File: src/logic/rs_pkg.sv
// widths are fixed here; tag zero always means the value is present, and arithmetic wraps at data_w bits
package rs_pkg;

    //////////////////////////////
    // widths
    //////////////////////////////

    // operand and result width
    localparam int data_w = 32;

    // reorder buffer tag
    // zero is reserved for no producer
    localparam int tag_w = 5;

    // execute cycles for op_mul
    localparam int mul_latency = 3;

    //////////////////////////////
    // opcodes
    //////////////////////////////

    typedef enum logic [2:0] {
        op_add = 3'd0,
        op_sub = 3'd1,
        op_and = 3'd2,
        op_or  = 3'd3,
        op_xor = 3'd4,
        op_mul = 3'd5
    } alu_op_t;

    //////////////////////////////
    // packets
    //////////////////////////////

    // one source operand of 38 bits
    // with ready set the value holds the operand and the tag is only a label
    typedef struct packed {
        logic [tag_w-1:0]  tag;
        logic [data_w-1:0] value;
        logic              ready;
    } operand_t;

    // decoded instruction from the dispatcher in 84 bits
    typedef struct packed {
        alu_op_t           op;
        logic [tag_w-1:0]  dest_tag;
        operand_t          src_a;
        operand_t          src_b;
    } dispatch_t;

    // station to unit with both operands resolved in 72 bits
    typedef struct packed {
        alu_op_t           op;
        logic [tag_w-1:0]  dest_tag;
        logic [data_w-1:0] value_a;
        logic [data_w-1:0] value_b;
    } issue_t;

    // common data bus word of 38 bits
    // units leave valid to the arbiter register
    typedef struct packed {
        logic              valid;
        logic [tag_w-1:0]  tag;
        logic [data_w-1:0] value;
    } cdb_t;

    //////////////////////////////
    // result rule
    //////////////////////////////

    // units compute their results with this
    // add, sub and mul wrap to the low data_w bits
    function automatic logic [data_w-1:0] alu_result(
        alu_op_t           op,
        logic [data_w-1:0] a,
        logic [data_w-1:0] b
    );
        logic [data_w-1:0] res;
        case (op)
            op_add:  res = a + b;
            op_sub:  res = a - b;
            op_and:  res = a & b;
            op_or:   res = a | b;
            op_xor:  res = a ^ b;
            op_mul:  res = a * b;
            default: res = '0;
        endcase
        return res;
    endfunction

endpackage

File: src/logic/rs_station.sv
// one dispatch per cycle, dropped while full; operands wake only from the registered cdb word
`timescale 1ns/100ps

module rs_station import rs_pkg::*; #(
    parameter int num_entries = 4,
    parameter int num_units   = 2
) (
    input  logic                     clock,
    input  logic                     reset,
    input  logic                     squash,
    input  logic                     dispatch,
    input  dispatch_t                dispatch_pkt,
    input  cdb_t                     cdb,
    input  logic   [num_units-1:0]   unit_busy,
    output logic   [num_units-1:0]   issue_valid,
    output issue_t [num_units-1:0]   issue_pkt,
    output logic                     full
);

    // one station slot without its busy bit
    typedef struct packed {
        alu_op_t           op;
        logic [tag_w-1:0]  dest_tag;
        operand_t          src_a;
        operand_t          src_b;
    } rs_entry_t;

    rs_entry_t [num_entries-1:0] entry;
    rs_entry_t [num_entries-1:0] entry_next;

    // occupancy of each slot
    logic [num_entries-1:0] busy;
    logic [num_entries-1:0] busy_next;

    // both operands present
    logic [num_entries-1:0] ready;
    // leaving for a unit this cycle
    logic [num_entries-1:0] issued;

    // one bit per tag still awaited by some slot
    logic [2**tag_w-1:0] waiting_tags;

    // snoop one operand against the bus
    function automatic operand_t capture(operand_t opnd, cdb_t bus);
        operand_t res;
        res = opnd;
        if (bus.valid && !opnd.ready && (opnd.tag == bus.tag)) begin
            res.value = bus.value;
            res.ready = 1'b1;
        end
        return res;
    endfunction

    assign full = &busy;

    always_comb begin
        for (int e = 0; e < num_entries; e++) begin
            ready[e] = busy[e] && entry[e].src_a.ready && entry[e].src_b.ready;
        end
    end

    //////////////////////////////
    // issue select
    //////////////////////////////

    // units in ascending order each take the lowest ready slot left
    always_comb begin : issue_scan
        logic [num_entries-1:0] avail;
        logic                   picked;
        avail       = ready;
        issued      = '0;
        issue_valid = '0;
        for (int u = 0; u < num_units; u++) begin
            picked       = 1'b0;
            issue_pkt[u] = '0;
            if (!unit_busy[u]) begin
                for (int e = 0; e < num_entries; e++) begin
                    if (avail[e] && !picked) begin
                        picked               = 1'b1;
                        avail[e]             = 1'b0;
                        issued[e]            = 1'b1;
                        issue_valid[u]       = 1'b1;
                        issue_pkt[u].op       = entry[e].op;
                        issue_pkt[u].dest_tag = entry[e].dest_tag;
                        issue_pkt[u].value_a  = entry[e].src_a.value;
                        issue_pkt[u].value_b  = entry[e].src_b.value;
                    end
                end
            end
        end
    end

    //////////////////////////////
    // wakeup and dispatch
    //////////////////////////////

    always_comb begin : next_state
        logic placed;
        entry_next = entry;
        // slot frees at the issue edge
        busy_next  = busy & ~issued;
        placed     = 1'b0;

        // broadcast lands in waiting slots
        for (int e = 0; e < num_entries; e++) begin
            entry_next[e].src_a = capture(entry[e].src_a, cdb);
            entry_next[e].src_b = capture(entry[e].src_b, cdb);
        end

        // lowest free slot takes the new instruction
        // its sources snoop the same broadcast so a same-edge wakeup survives
        if (dispatch && !full) begin
            for (int e = 0; e < num_entries; e++) begin
                if (!busy[e] && !placed) begin
                    placed                 = 1'b1;
                    busy_next[e]           = 1'b1;
                    entry_next[e].op       = dispatch_pkt.op;
                    entry_next[e].dest_tag = dispatch_pkt.dest_tag;
                    entry_next[e].src_a    = capture(dispatch_pkt.src_a, cdb);
                    entry_next[e].src_b    = capture(dispatch_pkt.src_b, cdb);
                end
            end
        end
    end

    always_ff @(posedge clock) begin
        if (reset || squash) begin
            busy <= '0;
        end else begin
            busy <= busy_next;
        end
    end

    // slot contents
    always_ff @(posedge clock) begin
        entry <= entry_next;
    end

    //////////////////////////////
    // checks
    //////////////////////////////

    always_comb begin
        waiting_tags = '0;
        for (int e = 0; e < num_entries; e++) begin
            if (busy[e] && !entry[e].src_a.ready) begin
                waiting_tags[entry[e].src_a.tag] = 1'b1;
            end
            if (busy[e] && !entry[e].src_b.ready) begin
                waiting_tags[entry[e].src_b.tag] = 1'b1;
            end
        end
    end

    // a broadcast tag is never still awaited one cycle later
    a_no_stale_wait: assert property (
        @(posedge clock) disable iff (reset || squash)
        cdb.valid |=> !waiting_tags[$past(cdb.tag)]
    ) else $error("rs_station: operand still waits on broadcast tag %0d", $past(cdb.tag));

    // dispatcher must respect full
    a_no_dispatch_full: assert property (
        @(posedge clock) disable iff (reset)
        dispatch |-> !full
    ) else $error("rs_station: dispatch while full");

endmodule

File: config.mk
export PLATFORM = sky130hd
export DESIGN_NAME = rs_station
export DESIGN_NICKNAME = d
export VERILOG_FILES = /design/src/logic/rs_pkg.sv /design/src/logic/rs_station.sv
export SDC_FILE = /design/constraint.sdc
export NUM_CORES = 1
export LEC_CHECK = 0
export BUFFER_PORTS_ARGS = -buffer_cell sky130_fd_sc_hd__buf_2
export CAP_MARGIN = 20
export CORE_UTILIZATION = 50
export CTS_CLUSTER_SIZE = 40
export DETAILED_ROUTE_END_ITERATION = 8
export PLACE_DENSITY = 0.71
export SYNTH_ARGS = -nofsm -noshare
export SYNTH_HDL_FRONTEND = slang
export SYNTH_SLANG_ARGS = --single-unit
File: constraint.sdc
create_clock -name clock -period 2.99 [get_ports clock]
set_input_delay 0.598 -clock clock [delete_from_list [all_inputs] [get_ports clock]]
set_output_delay 0.598 -clock clock [all_outputs]
set_load 0.01 [all_outputs]
==> flow_metrics.tcl <==
set metrics [dict create \
    drc 0 \
    clkPwrFrac 0.354 \
    gr-total-overflow 0 \
    route.met3.wl_um 9710 \
    synth_area_per_cell_sq_um 9.34 \
    timing.fmax_mhz 318 \
    power_frac_seq 0.465 \
    synth.top_cell.area_share 0.288 \
    netlist_top_cells_area "dfxtp_1 29%, o221a_2 14%, edfxtp_1 12%, nand2b_1 4.1%, o21ai_0 4.1%" \
    drtPass1Iterations 6 \
    dp_hpwl_um 42400 \
    gp_congestion 0.881 \
    h-tree-depth 2 \
    track_usage 0.369 \
    areaGrowthSynthToFinish_pct 32.4 \
    port_buffers 274 \
    max_slew_margin 0.263 \
    fin_nets 2370 \
    die-height_um 195 \
    finalCritPeriodShare 1.05 \
    setup_violations 123 \
    async_flop_share 0 \
    rows 70 \
    grt_pass1_vias 18300 \
    synth-edff-count 72 \
    cts_buffers 39 \
    status "finished, violations left" \
    postRouteAntennaNets 0 \
    crit_start "busy[2]" \
    cp_num_buf_inv 5 \
    wl_um 76900 \
    insertion_delay_ns 0.54 \
    netlist_area_sq_mm 0.0187 \
    synth_largest_area_cell "dfxtp_1" \
    cts_tree "built" \
    fin_crit_ns 3.14 \
    yosys.cell_types.count 49 \
    p_per_area_mw_per_mm2 554 \
    crit_fanout 7 \
    grt_start_max_net_pins 77 \
    vias_per_cell 6.94 \
    arrival_ns 2.54 \
    top_layer "met5" \
    vias 19000 \
    path_cells "and3_4 > buf_6 > nor4_4 > buf_6 > buf_12 > buf_16 > nand2_1 > a21oi_4 > buf_2" \
    holdCritPathClass "in2reg" \
    swShare 0.270 \
    cell_internal_pwr_mw 9.99 \
    syn-num-nets 2125 \
    crit_type "reg2out" \
    met1Wirelength_um 28800 \
    synth_common_cells "268 x dfxtp_1, 224 x o221a_2, 154 x nand2_1, 151 x o21ai_0, 121 x nand2b_1" \
    yosysMostFrequentCell "dfxtp_1" \
    pre_cts_slack_ns 0.0924 \
    postPlaceCellArea_sq_mm 0.0208 \
    combPwrFrac 0.181 \
    r2r_start "busy[0]" \
    crit_required_ns 2.39 \
    critPathSlowestCell "dfxtp_4" \
    max_stage_delay_ns 0.36 \
    start_util 0.508 \
    rsz0062_at_grt "yes" \
    grt_pass1_wl_um 110000 \
    synth.yosys.seq_area_share 0.403 \
    maxCapViolations 0 \
    clock-sinks 340 \
    end_kind "output port" \
    synth_seq_cells 340 \
    yosys_warnings 0 \
    coreArea_sq_mm 0.0367 \
    dieArea_sq_mm 0.0381 \
    skew_ns 0.0186 \
    dr.first_iter.drc_count 2411 \
    clock_path_buffers 3 \
    peakVddDrop_uv 483 \
    drv_slew 0 \
    die_x_um 195 \
    fin_util 0.673 \
    cp_top_family "buffers and inverters" \
    p_sw_mw 3.70 \
    drive_gt1_frac 0.474 \
    hold_viol_final 0 \
    cts.clk_slew.worst_paths_ns 0.05 \
    met2RoutedLength_um 33900 \
    synthFlopType "dfxtp_1" \
    worst_slew_pin_slew_ns 1.11 \
    hold_start "reset" \
    setup_slack_ns -0.151 \
    finalPower_mw 13.7 \
    cp-start-kind "flip-flop" \
    root_buffer "clkbuf_16" \
    post_drt_wl_per_cell_um 28.1 \
    antenna_found_initial 10 \
    cp_common_cell "buf_6" \
    p_leak_nw 9.98 \
    pin_count 275 \
    cts_hold_buf 0 \
    violations "negative setup slack" \
    finalInstanceArea_sq_mm 0.0247 \
    synthCells 1997 \
]
## layout by cell type (no fill, tap or decap), types with 32 or more instances in the layout
master / Yosys / layout
edfxtp_1: 72 / 72
o21ai_0: 151 / 142
dfxtp_1: 268 / 259
a31o_2: 58 / 58
buf_4: 15 / 84
buf_2: 56 / 241
clkbuf_16: 0 / 55
nand2b_1: 121 / 118
nor2_1: 78 / 72
o32a_1: 34 / 32
o21a_1: 32 / 32
o221a_2: 224 / 224
a211o_1: 65 / 65
nand2_1: 154 / 109
a21oi_2: 1 / 44
xnor2_1: 38 / 37
and2_1: 65 / 65
or2_2: 105 / 105
buf_6: 0 / 47
## routing by layer
| layer | vias up | global-route usage |
|---|---|---|
| li1 | 8054 | - |
| met1 | 9146 | 0.484 |
| met2 | 1466 | 0.580 |
| met3 | 349 | 0.0722 |
| met4 | 8 | 0.189 |
| met5 | - | 0 |
## worst register-to-register path, delay by kind of cell, from the launching register on
| family | cells | cell delay, ns |
|---|---|---|
| compound gates | 2 | 0.40 |
| buf+inv | 3 | 0.71 |
| flops | 1 | 0.37 |
| simple gates | 3 | 0.75 |
## registers in the layout, summed over array words and instances, names as in the netlist
| signal | count |
|---|---|
| entry | 336 |
| busy | 4 |
## timing repair
action | CTS | global route
gates resized for setup | 146 | 190
endpoints found under the setup margin | 145 | 140
gates cloned | 12 | 16
buffers inserted | 19 | 18
pin swaps | 20 | 64
## worst paths after layout
path                       end  slack, ns  cells after the start
setup reg to reg    entry[275]       0.65                      8
hold / removal         busy[2]       0.27                      2
setup / recovery  issue_pkt[0]      -0.15                      9
hold reg to reg     entry[290]       0.57                      2
## cells by family after synthesis
kind of cell	count (synthesis)	synth area share
muxes	8	0.00429
DFF	340	0.403
and+or+nand+nor	595	0.172
AOI/OAI and AO/OA	766	0.341
buffers and inverters	234	0.0538
xor gates and xnor gates	52	0.0244
adders and majority gates	2	0.00107
## power by group through the flow
stage	combinational (mW)	sequential [mW]	clock [mW]
6_report	2.48	6.37	4.85
2_1_floorplan	1.81	6.09	0
3_5_place_dp	2.32	6.28	0
5_1_grt	2.67	6.47	5.02
4_1_cts	2.39	6.27	4.83
3_3_place_gp	2.23	6.26	0
## per-stage QoR
stage / hold WS, ns / setup TNS, ns / instances
floorplan: 0.469 / 0 / 1997
global placement: 0.508 / 0 / 2607
detailed placement: 0.525 / 0 / 2607
CTS: 0.254 / -0.757 / 2704
global route: 0.262 / -14.84 / 2740
finish: 0.271 / -8.92 / 2740
## area by class of cell
class	count	area [sq um]
multi-input cells	1425	11600
flip-flops and latches	340	7550
repair buffers	428	3630
clock buffers	56	1140
inverters	8	30.0
well taps	468	586
clock inverters	10	121
fillers	2784	12000
diodes	5	12.5
Note: power is estimated with default switching activity, not from simulation.
