===== src/logic/rs_pkg.sv =====
// widths are fixed here; tag zero always means the value is present, and arithmetic wraps at data_w bits
package rs_pkg;

    //////////////////////////////
    // widths
    //////////////////////////////

    // operand and result width
    localparam int data_w = 32;

    // reorder buffer tag
    // zero is reserved for no producer
    localparam int tag_w = 5;

    // execute cycles for op_mul
    localparam int mul_latency = 3;

    //////////////////////////////
    // opcodes
    //////////////////////////////

    typedef enum logic [2:0] {
        op_add = 3'd0,
        op_sub = 3'd1,
        op_and = 3'd2,
        op_or  = 3'd3,
        op_xor = 3'd4,
        op_mul = 3'd5
    } alu_op_t;

    //////////////////////////////
    // packets
    //////////////////////////////

    // one source operand of 38 bits
    // with ready set the value holds the operand and the tag is only a label
    typedef struct packed {
        logic [tag_w-1:0]  tag;
        logic [data_w-1:0] value;
        logic              ready;
    } operand_t;

    // decoded instruction from the dispatcher in 84 bits
    typedef struct packed {
        alu_op_t           op;
        logic [tag_w-1:0]  dest_tag;
        operand_t          src_a;
        operand_t          src_b;
    } dispatch_t;

    // station to unit with both operands resolved in 72 bits
    typedef struct packed {
        alu_op_t           op;
        logic [tag_w-1:0]  dest_tag;
        logic [data_w-1:0] value_a;
        logic [data_w-1:0] value_b;
    } issue_t;

    // common data bus word of 38 bits
    // units leave valid to the arbiter register
    typedef struct packed {
        logic              valid;
        logic [tag_w-1:0]  tag;
        logic [data_w-1:0] value;
    } cdb_t;

    //////////////////////////////
    // result rule
    //////////////////////////////

    // units compute their results with this
    // add, sub and mul wrap to the low data_w bits
    function automatic logic [data_w-1:0] alu_result(
        alu_op_t           op,
        logic [data_w-1:0] a,
        logic [data_w-1:0] b
    );
        logic [data_w-1:0] res;
        case (op)
            op_add:  res = a + b;
            op_sub:  res = a - b;
            op_and:  res = a & b;
            op_or:   res = a | b;
            op_xor:  res = a ^ b;
            op_mul:  res = a * b;
            default: res = '0;
        endcase
        return res;
    endfunction

endpackage


===== src/logic/fu_alu.sv =====
// accepts an issue only while idle; result stays on its outputs until the arbiter grants it
`timescale 1ns/100ps

module fu_alu import rs_pkg::*; (
    input  logic   clock,
    input  logic   reset,
    input  logic   squash,
    input  logic   issue_valid,
    input  issue_t issue_pkt,
    input  logic   grant,
    output logic   unit_busy,
    output logic   done,
    output cdb_t   result
);

    // enough bits to count down mul_latency-1
    localparam int cnt_w = (mul_latency > 2) ? $clog2(mul_latency) : 1;

    // cycles left before done rises
    logic [cnt_w-1:0] count;

    // latched instruction and finished value
    issue_t           held;
    logic [data_w-1:0] value_q;

    logic accept;
    logic finish;

    assign accept = issue_valid && !unit_busy;
    assign finish = unit_busy && !done && (count == '0);

    //////////////////////////////
    // control
    //////////////////////////////

    always_ff @(posedge clock) begin
        if (reset || squash) begin
            // squash drops whatever is in flight
            unit_busy <= 1'b0;
            done      <= 1'b0;
            count     <= '0;
        end else if (grant) begin
            // result leaves on the cdb next cycle
            unit_busy <= 1'b0;
            done      <= 1'b0;
        end else if (accept) begin
            unit_busy <= 1'b1;
            // single-cycle ops finish at the next edge
            count     <= (issue_pkt.op == op_mul) ? cnt_w'(mul_latency - 1) : '0;
        end else if (finish) begin
            done <= 1'b1;
        end else if (unit_busy && !done) begin
            count <= count - 1'b1;
        end
    end

    //////////////////////////////
    // datapath
    //////////////////////////////

    always_ff @(posedge clock) begin
        if (accept) begin
            held <= issue_pkt;
        end
        if (finish) begin
            value_q <= alu_result(held.op, held.value_a, held.value_b);
        end
    end

    // valid here only mirrors done, the arbiter sets the bus bit
    assign result.valid = done;
    assign result.tag   = held.dest_tag;
    assign result.value = value_q;

endmodule


===== config.mk =====
export PLATFORM = sky130hd
export DESIGN_NAME = fu_alu
export DESIGN_NICKNAME = d
export VERILOG_FILES = /design/src/logic/rs_pkg.sv /design/src/logic/fu_alu.sv
export SDC_FILE = /design/constraint.sdc
export NUM_CORES = 1
export LEC_CHECK = 0
export BUFFER_PORTS_ARGS = -buffer_cell sky130_fd_sc_hd__buf_2
export CAP_MARGIN = 0
export CORE_AREA = 2 2 227 229
export CTS_CLUSTER_DIAMETER = 200
export CTS_CLUSTER_SIZE = 12
export DETAILED_ROUTE_END_ITERATION = 16
export DIE_AREA = 0 0 229 231
export PLACE_DENSITY = 0.72
export SLEW_MARGIN = 40
export SYNTH_ARGS = -nofsm -noshare
export SYNTH_HDL_FRONTEND = slang
export SYNTH_SLANG_ARGS = --single-unit
export TNS_END_PERCENT = 50

===== constraint.sdc =====
create_clock -name clock -period 8.2 [get_ports clock]
set_input_delay 1.23 -clock clock [delete_from_list [all_inputs] [get_ports clock]]
set_output_delay 1.23 -clock clock [all_outputs]
set_load 0.02 [all_outputs]

==> key figures, run 1 <==
Outcome
  – Status: finished clean

Synth
  – Synth top cells by count: inv_1 (442), fa_1 (409), nor2_1 (365)
  – Post-Synthesis Cell Area: about 22000 µm²
  – Post-synth top area share: 36.5%
  – Post-synthesis sequential area ratio: between 10% and 20%
  – Post-Synthesis Cells: around 2500
  – Ys Warns: 0
  – Synth cell types: 70
  – Synth Net Count: between 3000 and 4000
  – Post-synth ARST share: 0%
  – Syn avg cell area: slightly above 9 µm²
  – Leading post-synthesis cells by cell area: fa_1 (36%), edfxtp_1 (14%), ha_1 (12%)
  – Register bit total from synthesis: 108
  – Ys flop type: edfxtp_1
  – Post-synth EDFFs: ~100
  – Count leader, synth: inv_1
  – Cell taking the most area after synthesis: fa_1

STA
  – Fmax: around 130 MHz
  – Clock Skew: approximately 0.034 ns
  – Slew Limit Fails: 0
  – Worst Max-Slew Pin Slew: between 1 and 1.5 ns
  – Fin. Hold Viols: 0
  – Fin crit period: ~8 ns
  – Final period util: between 90% and 100%
  – Worst slew margin: a little under a third
  – Setup_tns: 0 ns
  – Setup ws final: approximately 0.24 ns
  – RSZ-0062 raised after global routing: false
  – Setup violators final: 0

Floorplanning
  – Width of the die: 229 µm
  – Std cell rows: 83
  – Die ar.: approximately 53000 µm²
  – Initial Utilization: about 44%
  – Die H: between 200 and 250 µm
  – Top Ports: ~120
  – Core Box Area: approximately 51000 µm²

Job
  – Max Cap Violations: 0

Layout
  – Layout cells sized above 1: 10.2%
  – Fill count: around 4800
  – Synth-to-Final Area Change: 9.23%
  – Nets: approximately 3300

Clock network
  – CTS buffer count: 9
  – CTS max path bufs: 2
  – Clk slew on worst S/H paths: 0.11 ns
  – Clock Latency Late Sink: roughly 0.42 ns
  – Clk sink count: between 100 and 150
  – CTS tree: built
  – H-Tree Level Count: 3
  – Cts hold-fix bufs: 0
  – Clock Tree Root: clkbuf_16

Placement
  – Input/output buffers: 116
  – Final HPWL DP: around 65000 µm
  – Final Wtd Congestion: 1.04
  – DP Worst Slack: 0.204 ns

Worst setup path
  – Worst path required time: slightly above 8 ns
  – Setup CP Type: flip-flop to flip-flop
  – Worst Path Arrival: ~8.1 ns
  – Maximum fanout along the worst path: 17
  – Worst R2R End: value_q[31]$_DFFE_PP_
  – Worst setup SP type: flip-flop
  – RR Startpoint: held[8]$_DFFE_PP_
  – R2R setup slack: ~0.24 ns
  – Worst Setup End Kind: flip-flop
  – R2R depth: 22

GRT
  – Vias in the first global route: just under 20000
  – Largest net degree at the start of global routing: 76
  – First-pass GRT wire length: between 100000 and 150000 µm
  – Grt ovf: 0
  – Gr usage total: 31.2%
  – Initial antenna violation count: 0

Detailed routing
  – Routed WL per cell: ~25 µm
  – Routed Antenna Nets: 0
  – DR DRC count: 0
  – Drt pass-1 iters: 6
  – Total number of vias: between 15000 and 20000
  – Vias per Instance: 5.69
  – Routed wire length: between 80000 and 90000 µm
  – Initial DRC Count: ~1900

Hold path
  – Hold WC Path Type: flip-flop to flip-flop
  – Worst hold path cell count: 2
  – Worst Hold Launch: count[1]$_SDFFE_PP0P_
  – WHS Endpoint: count[1]$_SDFFE_PP0P_
[cell families (layout without fill, tap and decap cells)]
| group | Yosys count | in the layout | share of synthesized area (%) |
|---|---|---|---|
| mux | 16 | 16 | 0.714 |
| flops | 108 | 108 | 14.3 |
| buf+inv | 587 | 701 | 9.92 |
| xor+xnor | 136 | 136 | 5.31 |
| other cells | 0 | 2 | 0 |
| compound gates | 260 | 260 | 7.94 |
| fa+ha+maj | 629 | 629 | 48.7 |
| simple gates | 719 | 719 | 13.1 |
[stage by stage]
step                      area [µm²]  util (%)  cells  hold WS, ns
after floorplan                22400         -   2455        0.474
after global placement         24200      47.7   3230        0.489
after detailed placement       24200      47.7   3230        0.518
after CTS                      24500      48.3   3246        0.528
after global routing           24500      48.4   3249        0.566
final                          24500      48.4   3251        0.529
[cell usage in the layout (no fill, tap or decap), drive strengths merged, types with 12 or more instances in the layout]
cell,count
a211oi,19
a21o,23
a21oi,67
buf,222
clkinv,17
edfxtp,104
fa,409
ha,220
inv,449
mux2i,16
nand2,251
nand2b,16
nand3,16
nor2,365
nor3,15
o21ai,52
o221ai,12
xnor2,99
xor2,37
[how the worst max path moves through the flow]
stage                                  start                     to  cells after the start
after CTS                 held[12]$_DFFE_PP_  value_q[31]$_DFFE_PP_                     23
final                      held[8]$_DFFE_PP_  value_q[31]$_DFFE_PP_                     22
after floorplan            held[2]$_DFFE_PP_  value_q[28]$_DFFE_PP_                     27
after global placement     held[6]$_DFFE_PP_  value_q[31]$_DFFE_PP_                     23
after global routing       held[8]$_DFFE_PP_  value_q[31]$_DFFE_PP_                     22
after detailed placement  held[12]$_DFFE_PP_  value_q[31]$_DFFE_PP_                     23
[critical path: stages, from the launching register on]
cell      delay, ns
edfxtp_1       0.91
inv_1          0.09
buf_4          0.22
nor2_1         0.17
fa_1           0.45
fa_1           0.60
inv_1          0.07
fa_1           0.49
fa_1           0.51
inv_1          0.05
fa_1           0.57
fa_1           0.44
fa_1           0.53
fa_1           0.47
ha_1           0.45
and3_1         0.27
inv_1          0.11
o221ai_1       0.17
buf_4          0.20
o221ai_1       0.17
o21ai_0        0.35
xnor2_1        0.18
o221ai_1       0.16
[area by class of cell]
class	count	area, µm²	area share, %
Multi-Input combinational cell	1760	17000	69.5
Sequential cell	108	3200	13.1
Inverter	463	1740	7.09
Timing Repair Buffer	222	1380	5.62
Tap cell	680	851	3.47
Clock buffer	10	229	0.934
Clock inverter	6	72.6	0.296
Antenna cell	2	5.00	0.0204
[per-layer routing]
layer	wire, µm	part of all wire [%]	GRT usage [%]
met1	30000	37	39.8
met2	34300	43	47.5
met3	10000	13	8.73
met4	5880	7.3	18.4
met5	46	0.057	0.643
[what timing repair did]
item	CTS	global route
resized for setup	0	1
buffers inserted	0	2
setup endpoints to repair	0	3
[sequential cells by signal, summed over array words and instances, names as in the netlist]
register	count
result	5
done	1
held	67
count	2
value_q	32
unit_busy	1
Power of run 1 is left out: the tool's default activity adds up to more than one toggle a clock period on the data nets, which glitch-free logic cannot reach.
==> run 2, diff against run 1 <==
Settings changed: PLACE_DENSITY 0.72 to default.
Clock period 8.2 ns to 7.5 ns, I/O delays scaled along.
==> key figures, run 2 (synthesis results as in run 1) <==
Worst setup path
  – Setup CP Type: flip-flop to flip-flop
  – Most used cell, CP: fa_1
  – CP max stage cell: fa_1
  – RR Startpoint: held[36]$_DFFE_PP_
  – WP buf/inv: 7 (+1)
  – Critical Path Stages: 26 (+18%)
  – Critical path's top delay family: adder cells
  – Maximum fanout along the worst path: 3 (-14)
  – CP peak stage delay: 0.54 ns (-0.37 ns)
  – Worst R2R End: value_q[20]$_DFFE_PP_
  – R2R depth: 26 (+18%)
  – Worst path required time: 7.56 ns (-0.74 ns)
  – Last element of the critical path: value_q[20]$_DFFE_PP_
  – Worst setup SP type: flip-flop
  – R2R setup slack: 0.22 ns (-0.02 ns)
  – CP startpoint: held[36]$_DFFE_PP_
  – Worst Setup End Kind: flip-flop
  – Worst Path Arrival: 7.34 ns (-0.72 ns)

Floorplanning
  – Die H: 231 µm (unchanged)
  – Core Box Area: 50700 µm² (unchanged)
  – Initial Utilization: 44.3% (unchanged)
  – Die ar.: 52900 µm² (unchanged)
  – Top Ports: 117 (unchanged)
  – Std cell rows: 83 (unchanged)
  – Width of the die: 229 µm (unchanged)

STA
  – Clock Skew: 0.0329 ns (-0.00123 ns)
  – Slew Limit Fails: 0 (unchanged)
  – Fin crit period: 7.28 ns (-0.676 ns)
  – Worst Max-Slew Pin Slew: 0.942 ns (-0.0827 ns)
  – Final period util: 97.1% (about the same)
  – Setup violators final: 0 (unchanged)
  – Fmax: 137 MHz (+9.3%)
  – Worst slew margin: 37.2% (+5.5 points)
  – Fin. Hold Viols: 0 (unchanged)

Placement
  – Dpl cells: 3334 (+3.2%)
  – Input/output buffers: 116 (unchanged)
  – Final HPWL DP: 70700 µm (+8.5%)
  – Final Wtd Congestion: 1.01 (-3.4%)

Clock network
  – Cts hold-fix bufs: 0 (unchanged)
  – Clk slew on worst S/H paths: 0.09 ns (-0.02 ns)
  – H-Tree Level Count: 3 (unchanged)
  – Clock Tree Root: clkbuf_16
  – Clk sink count: 108 (unchanged)
  – Clock Latency Late Sink: 0.41 ns (about the same)
  – CTS tree: built
  – CTS buffer count: 9 (unchanged)
  – CTS max path bufs: 2 (unchanged)

GRT
  – Gr usage total: 33.2% (+2.0 points)
  – Initial antenna violation count: 2 (+2)
  – Vias in the first global route: 19500 (+0.53%)
  – First-pass GRT wire length: 127000 µm (+5.0%)
  – Grt ovf: 0 (unchanged)
  – Largest net degree at the start of global routing: 53 (-30%)

Layout
  – Nets: 3377 (+3.3%)
  – Layout cells sized above 1: 14.6% (+4.4 points)
  – Synth-to-Final Area Change: 14.3%
  – Fill count: 4829 (+0.46%)
  – Post-layout util: 50.6% (+2.2 points)
  – Commonest non-fill, non-tap cell in the layout: inv_1
  – Largest reg by FF count: held
  – Max reg flops: 67 (unchanged)
  – Non-filler cells, final: 3357 (+3.3%)
  – Commonest non-fill, non-tap cells in the layout: inv_1 (437), fa_1 (409), nor2_1 (359)

Detailed routing
  – Routed wire length: 85300 µm (+6.3%)
  – Drt pass-1 iters: 6 (unchanged)
  – Routed Antenna Nets: 0 (unchanged)
  – Routed WL per cell: 25.4 µm (+2.9%)
  – Vias per Instance: 5.54 (-2.7%)
  – Initial DRC Count: 1792 (-7.9%)
  – Total number of vias: 18600 (+0.51%)
  – DR DRC count: 0 (unchanged)

Job
  – Max Cap Violations: 0 (unchanged)

Hold path
  – Hold WC Path Type: flip-flop to flip-flop

Outcome
  – Status: finished clean
==> run 2: changes by cell type in the layout (fill, tap and decap cells not counted), moves of 3 or more <==
cell and delta:
nor2_1 -5, buf_4 +86, nor2_2 +5, o221ai_1 -4, inv_1 -4, o221ai_2 +3, buf_12 +16
==> run 2: worst min-delay path: cells and delay by family (launching register included) <==
family          cells  cell delay, ns
flops               1            0.32
compound gates      1            0.06
simple gates        1            0.08
==> run 2: per-layer routing <==
layer	GRT usage [%]	share of wire (%)	vias to the layer above
met5	0	0	-
met4	14.4	5.0	0
met3	6.10	9.2	174
met2	51.8	44	970
met1	45.3	41	9375
li1	-	-	8077
==> run 2: how the worst min path moves through the flow <==
stage               depth (start not counted)                   from               endpoint
floorplan                                   2  count[1]$_SDFFE_PP0P_  count[1]$_SDFFE_PP0P_
global placement                            2  count[1]$_SDFFE_PP0P_  count[1]$_SDFFE_PP0P_
detailed placement                          2  count[1]$_SDFFE_PP0P_  count[1]$_SDFFE_PP0P_
CTS                                         2  count[1]$_SDFFE_PP0P_  count[1]$_SDFFE_PP0P_
global route                                2  count[1]$_SDFFE_PP0P_  count[1]$_SDFFE_PP0P_
finish                                      2  count[1]$_SDFFE_PP0P_  count[1]$_SDFFE_PP0P_
==> run 2: per-stage QoR <==
stage                     TNS (ns)  worst slack (ns)  hold slack, ns  cell area [µm²]
final                            0             0.219           0.502            25700
after global routing       -0.0391           -0.0190           0.554            25700
after CTS                        0           0.00496           0.510            25500
after detailed placement    -0.151            -0.124           0.498            25200
after global placement           0            0.0111           0.489            25100
after floorplan                  0             0.333           0.474            22400
==> run 2: layout make-up <==
class | instances | area (µm²) | area share [%]
Sequential cell | 108 | 3200 | 12.5
Antenna cell | 1 | 2.50 | 0.00975
Tap cell | 680 | 851 | 3.32
Multi-Input combinational cell | 1760 | 17100 | 66.7
Clock inverter | 7 | 86.3 | 0.337
Inverter | 463 | 1750 | 6.83
Timing Repair Buffer | 329 | 2410 | 9.40
Clock buffer | 9 | 225 | 0.878
==> run 2: what timing repair did <==
action,CTS,global route
buffers inserted,0,4
pin swaps,0,6
setup endpoints to repair,3,10
cloned,0,1
gates resized for setup,2,31
Power of run 2 is left out for the same reason.
==> run 3, diff against run 2 <==
Settings changed: BUFFER_PORTS_ARGS -buffer_cell sky130_fd_sc_hd__buf_2 to -buffer_cell sky130_fd_sc_hd__buf_4.
==> key figures, run 3 (synthesis results as in run 1) <==
Outcome
  – Status: finished clean

Floorplanning
  – Std cell rows: 83 (unchanged)
  – Die H: 231 µm (unchanged)
  – Core Box Area: 50700 µm² (unchanged)
  – Initial Utilization: 44.3% (unchanged)
  – Die ar.: 52900 µm² (unchanged)
  – Top Ports: 117 (unchanged)
  – Width of the die: 229 µm (unchanged)

GRT
  – Gr usage total: 33.7% (+0.47 points)
  – Initial antenna violation count: 1 (-1)
  – Vias in the first global route: 19100 (-1.9%)
  – Grt ovf: 0 (unchanged)
  – Largest net degree at the start of global routing: 53 (unchanged)
  – First-pass GRT wire length: 128000 µm (+0.54%)

Detailed routing
  – Drt pass-1 iters: 7 (+1)
  – Routed Antenna Nets: 0 (unchanged)
  – Total number of vias: 18700 (+0.82%)
  – DR DRC count: 0 (unchanged)
  – Routed WL per cell: 26.0 µm (+2.4%)
  – Routed wire length: 87400 µm (+2.4%)
  – Vias per Instance: 5.58 (+0.73%)
  – Initial DRC Count: 1982 (+11%)

Layout
  – Max reg flops: 67 (unchanged)
  – Synth-to-Final Area Change: 16.1%
  – Largest reg by FF count: held
  – Layout cells sized above 1: 15.2% (+0.58 points)
  – Commonest non-fill, non-tap cells in the layout: inv_1 (437), fa_1 (406), nor2_1 (357)
  – Post-layout util: 51.4% (+0.80 points)
  – Nets: 3380 (+0.089%)
  – Commonest non-fill, non-tap cell in the layout: inv_1

STA
  – Worst slew margin: 37.4% (+0.25 points)
  – Setup ws final: 0.119 ns (-0.0997 ns)
  – Fin. Hold Viols: 0 (unchanged)
  – Slew Limit Fails: 0 (unchanged)
  – WHS: 0.541 ns (+0.0395 ns)
  – RSZ-0062 raised after global routing: true
  – Final period util: 98.4% (+1.3 points)
  – Fmax: 135 MHz (-1.4%)
  – Clock Skew: 0.0282 ns (-0.00477 ns)
  – Setup violators final: 0 (unchanged)
  – Worst Max-Slew Pin Slew: 0.938 ns (-0.00382 ns)
  – Fin crit period: 7.38 ns (+0.0997 ns)

Worst setup path
  – RR Startpoint: held[4]$_DFFE_PP_
  – Setup CP Type: flip-flop to flip-flop
  – CP startpoint: held[4]$_DFFE_PP_
  – Worst setup SP type: flip-flop
  – R2R depth: 25 (-3.8%)
  – Worst path required time: 7.63 ns (+0.07 ns)
  – Maximum fanout along the worst path: 7 (+4)
  – Worst Setup End Kind: flip-flop
  – Worst Path Arrival: 7.51 ns (+0.17 ns)

Hold path
  – Worst hold path cell count: 2 (unchanged)
  – Worst Hold Launch: count[1]$_SDFFE_PP0P_
  – Hold WC Path Type: flip-flop to flip-flop

Placement
  – Final Wtd Congestion: 1.00 (-0.93%)
  – DP Worst Slack: -0.170 ns (-0.0453 ns)
  – Final HPWL DP: 72300 µm (+2.3%)
  – Input/output buffers: 116 (unchanged)

Job
  – Max Cap Violations: 0 (unchanged)

Clock network
  – Cts hold-fix bufs: 0 (unchanged)
  – Clock Tree Root: clkbuf_16
  – H-Tree Level Count: 3 (unchanged)
  – Clk sink count: 108 (unchanged)
  – Clock Latency Late Sink: 0.41 ns (about the same)
  – CTS buffer count: 9 (unchanged)
  – CTS tree: built
  – Clk slew on worst S/H paths: 0.10 ns (about the same)
  – CTS max path bufs: 2 (unchanged)
-- run 3: cell count changes in the layout (fill, tap and decap cells not counted), sizes merged --
cell / delta
buf: +4
clkbuf: -1
clkinv: -2
inv: +2
-- run 3: path summary, 6_finish.rpt --
check	endpoint	slack, ns
worst max register to register	value_q[28]$_DFFE_PP_	0.12
worst min-delay path	count[1]$_SDFFE_PP0P_	0.54
worst min register to register	count[1]$_SDFFE_PP0P_	0.54
worst max-delay path	value_q[28]$_DFFE_PP_	0.12
-- run 3: critical path, cell delays in order (launching register included) --
cell and delay [ns]:
edfxtp_1 0.53, inv_2 0.19, buf_6 0.17, nor2_1 0.07, fa_1 0.48, inv_1 0.05
fa_1 0.42, fa_1 0.52, fa_1 0.55, inv_1 0.05, fa_1 0.49, fa_1 0.59
fa_1 0.45, fa_1 0.61, ha_4 0.23, a21oi_2 0.15, o21ai_2 0.07, o21bai_1 0.18
a21oi_1 0.17, o21a_1 0.18, o21ai_1 0.08, buf_4 0.17, a21oi_4 0.20, xnor2_1 0.12
a211oi_1 0.23, nand3_1 0.15
-- run 3: final cells by class --
type / count / area [µm²]
clock inverter: 7 / 81.3
multi-input combinational: 1760 / 17200
timing repair buffer: 332 / 2740
fill: 4747 / 24600
inverter: 463 / 1750
sequential: 108 / 3200
tap: 680 / 851
antenna: 1 / 2.50
clock buffer: 9 / 225
-- run 3: layer usage --
metal  wire [µm]  part of all wire [%]  up-vias  GRT usage (%)
met5          13                 0.015        -              0
met4        4640                   5.3        2           14.9
met3        7990                   9.1      186           5.88
met2       38800                    44     1022           52.3
met1       36000                    41     9471           46.2
li1            -                     -     8068              -
-- run 3: what timing repair did --
item,in CTS,in global routing
buffers inserted,2,10
setup endpoints to repair,5,9
pin swaps,0,13
gates resized for setup,7,45
hold endpoints to repair,0,0
-- run 3: per-stage QoR --
| step | cells | instance area (µm²) | TNS [ns] |
|---|---|---|---|
| 2_1_floorplan | 2455 | 22400 | 0 |
| 3_3_place_gp | 3328 | 25400 | -0.409 |
| 3_5_place_dp | 3331 | 25400 | -0.427 |
| 4_1_cts | 3349 | 25800 | 0 |
| 5_1_grt | 3359 | 26100 | -0.277 |
| 6_report | 3360 | 26100 | 0 |
Power of run 3 is left out for the same reason.
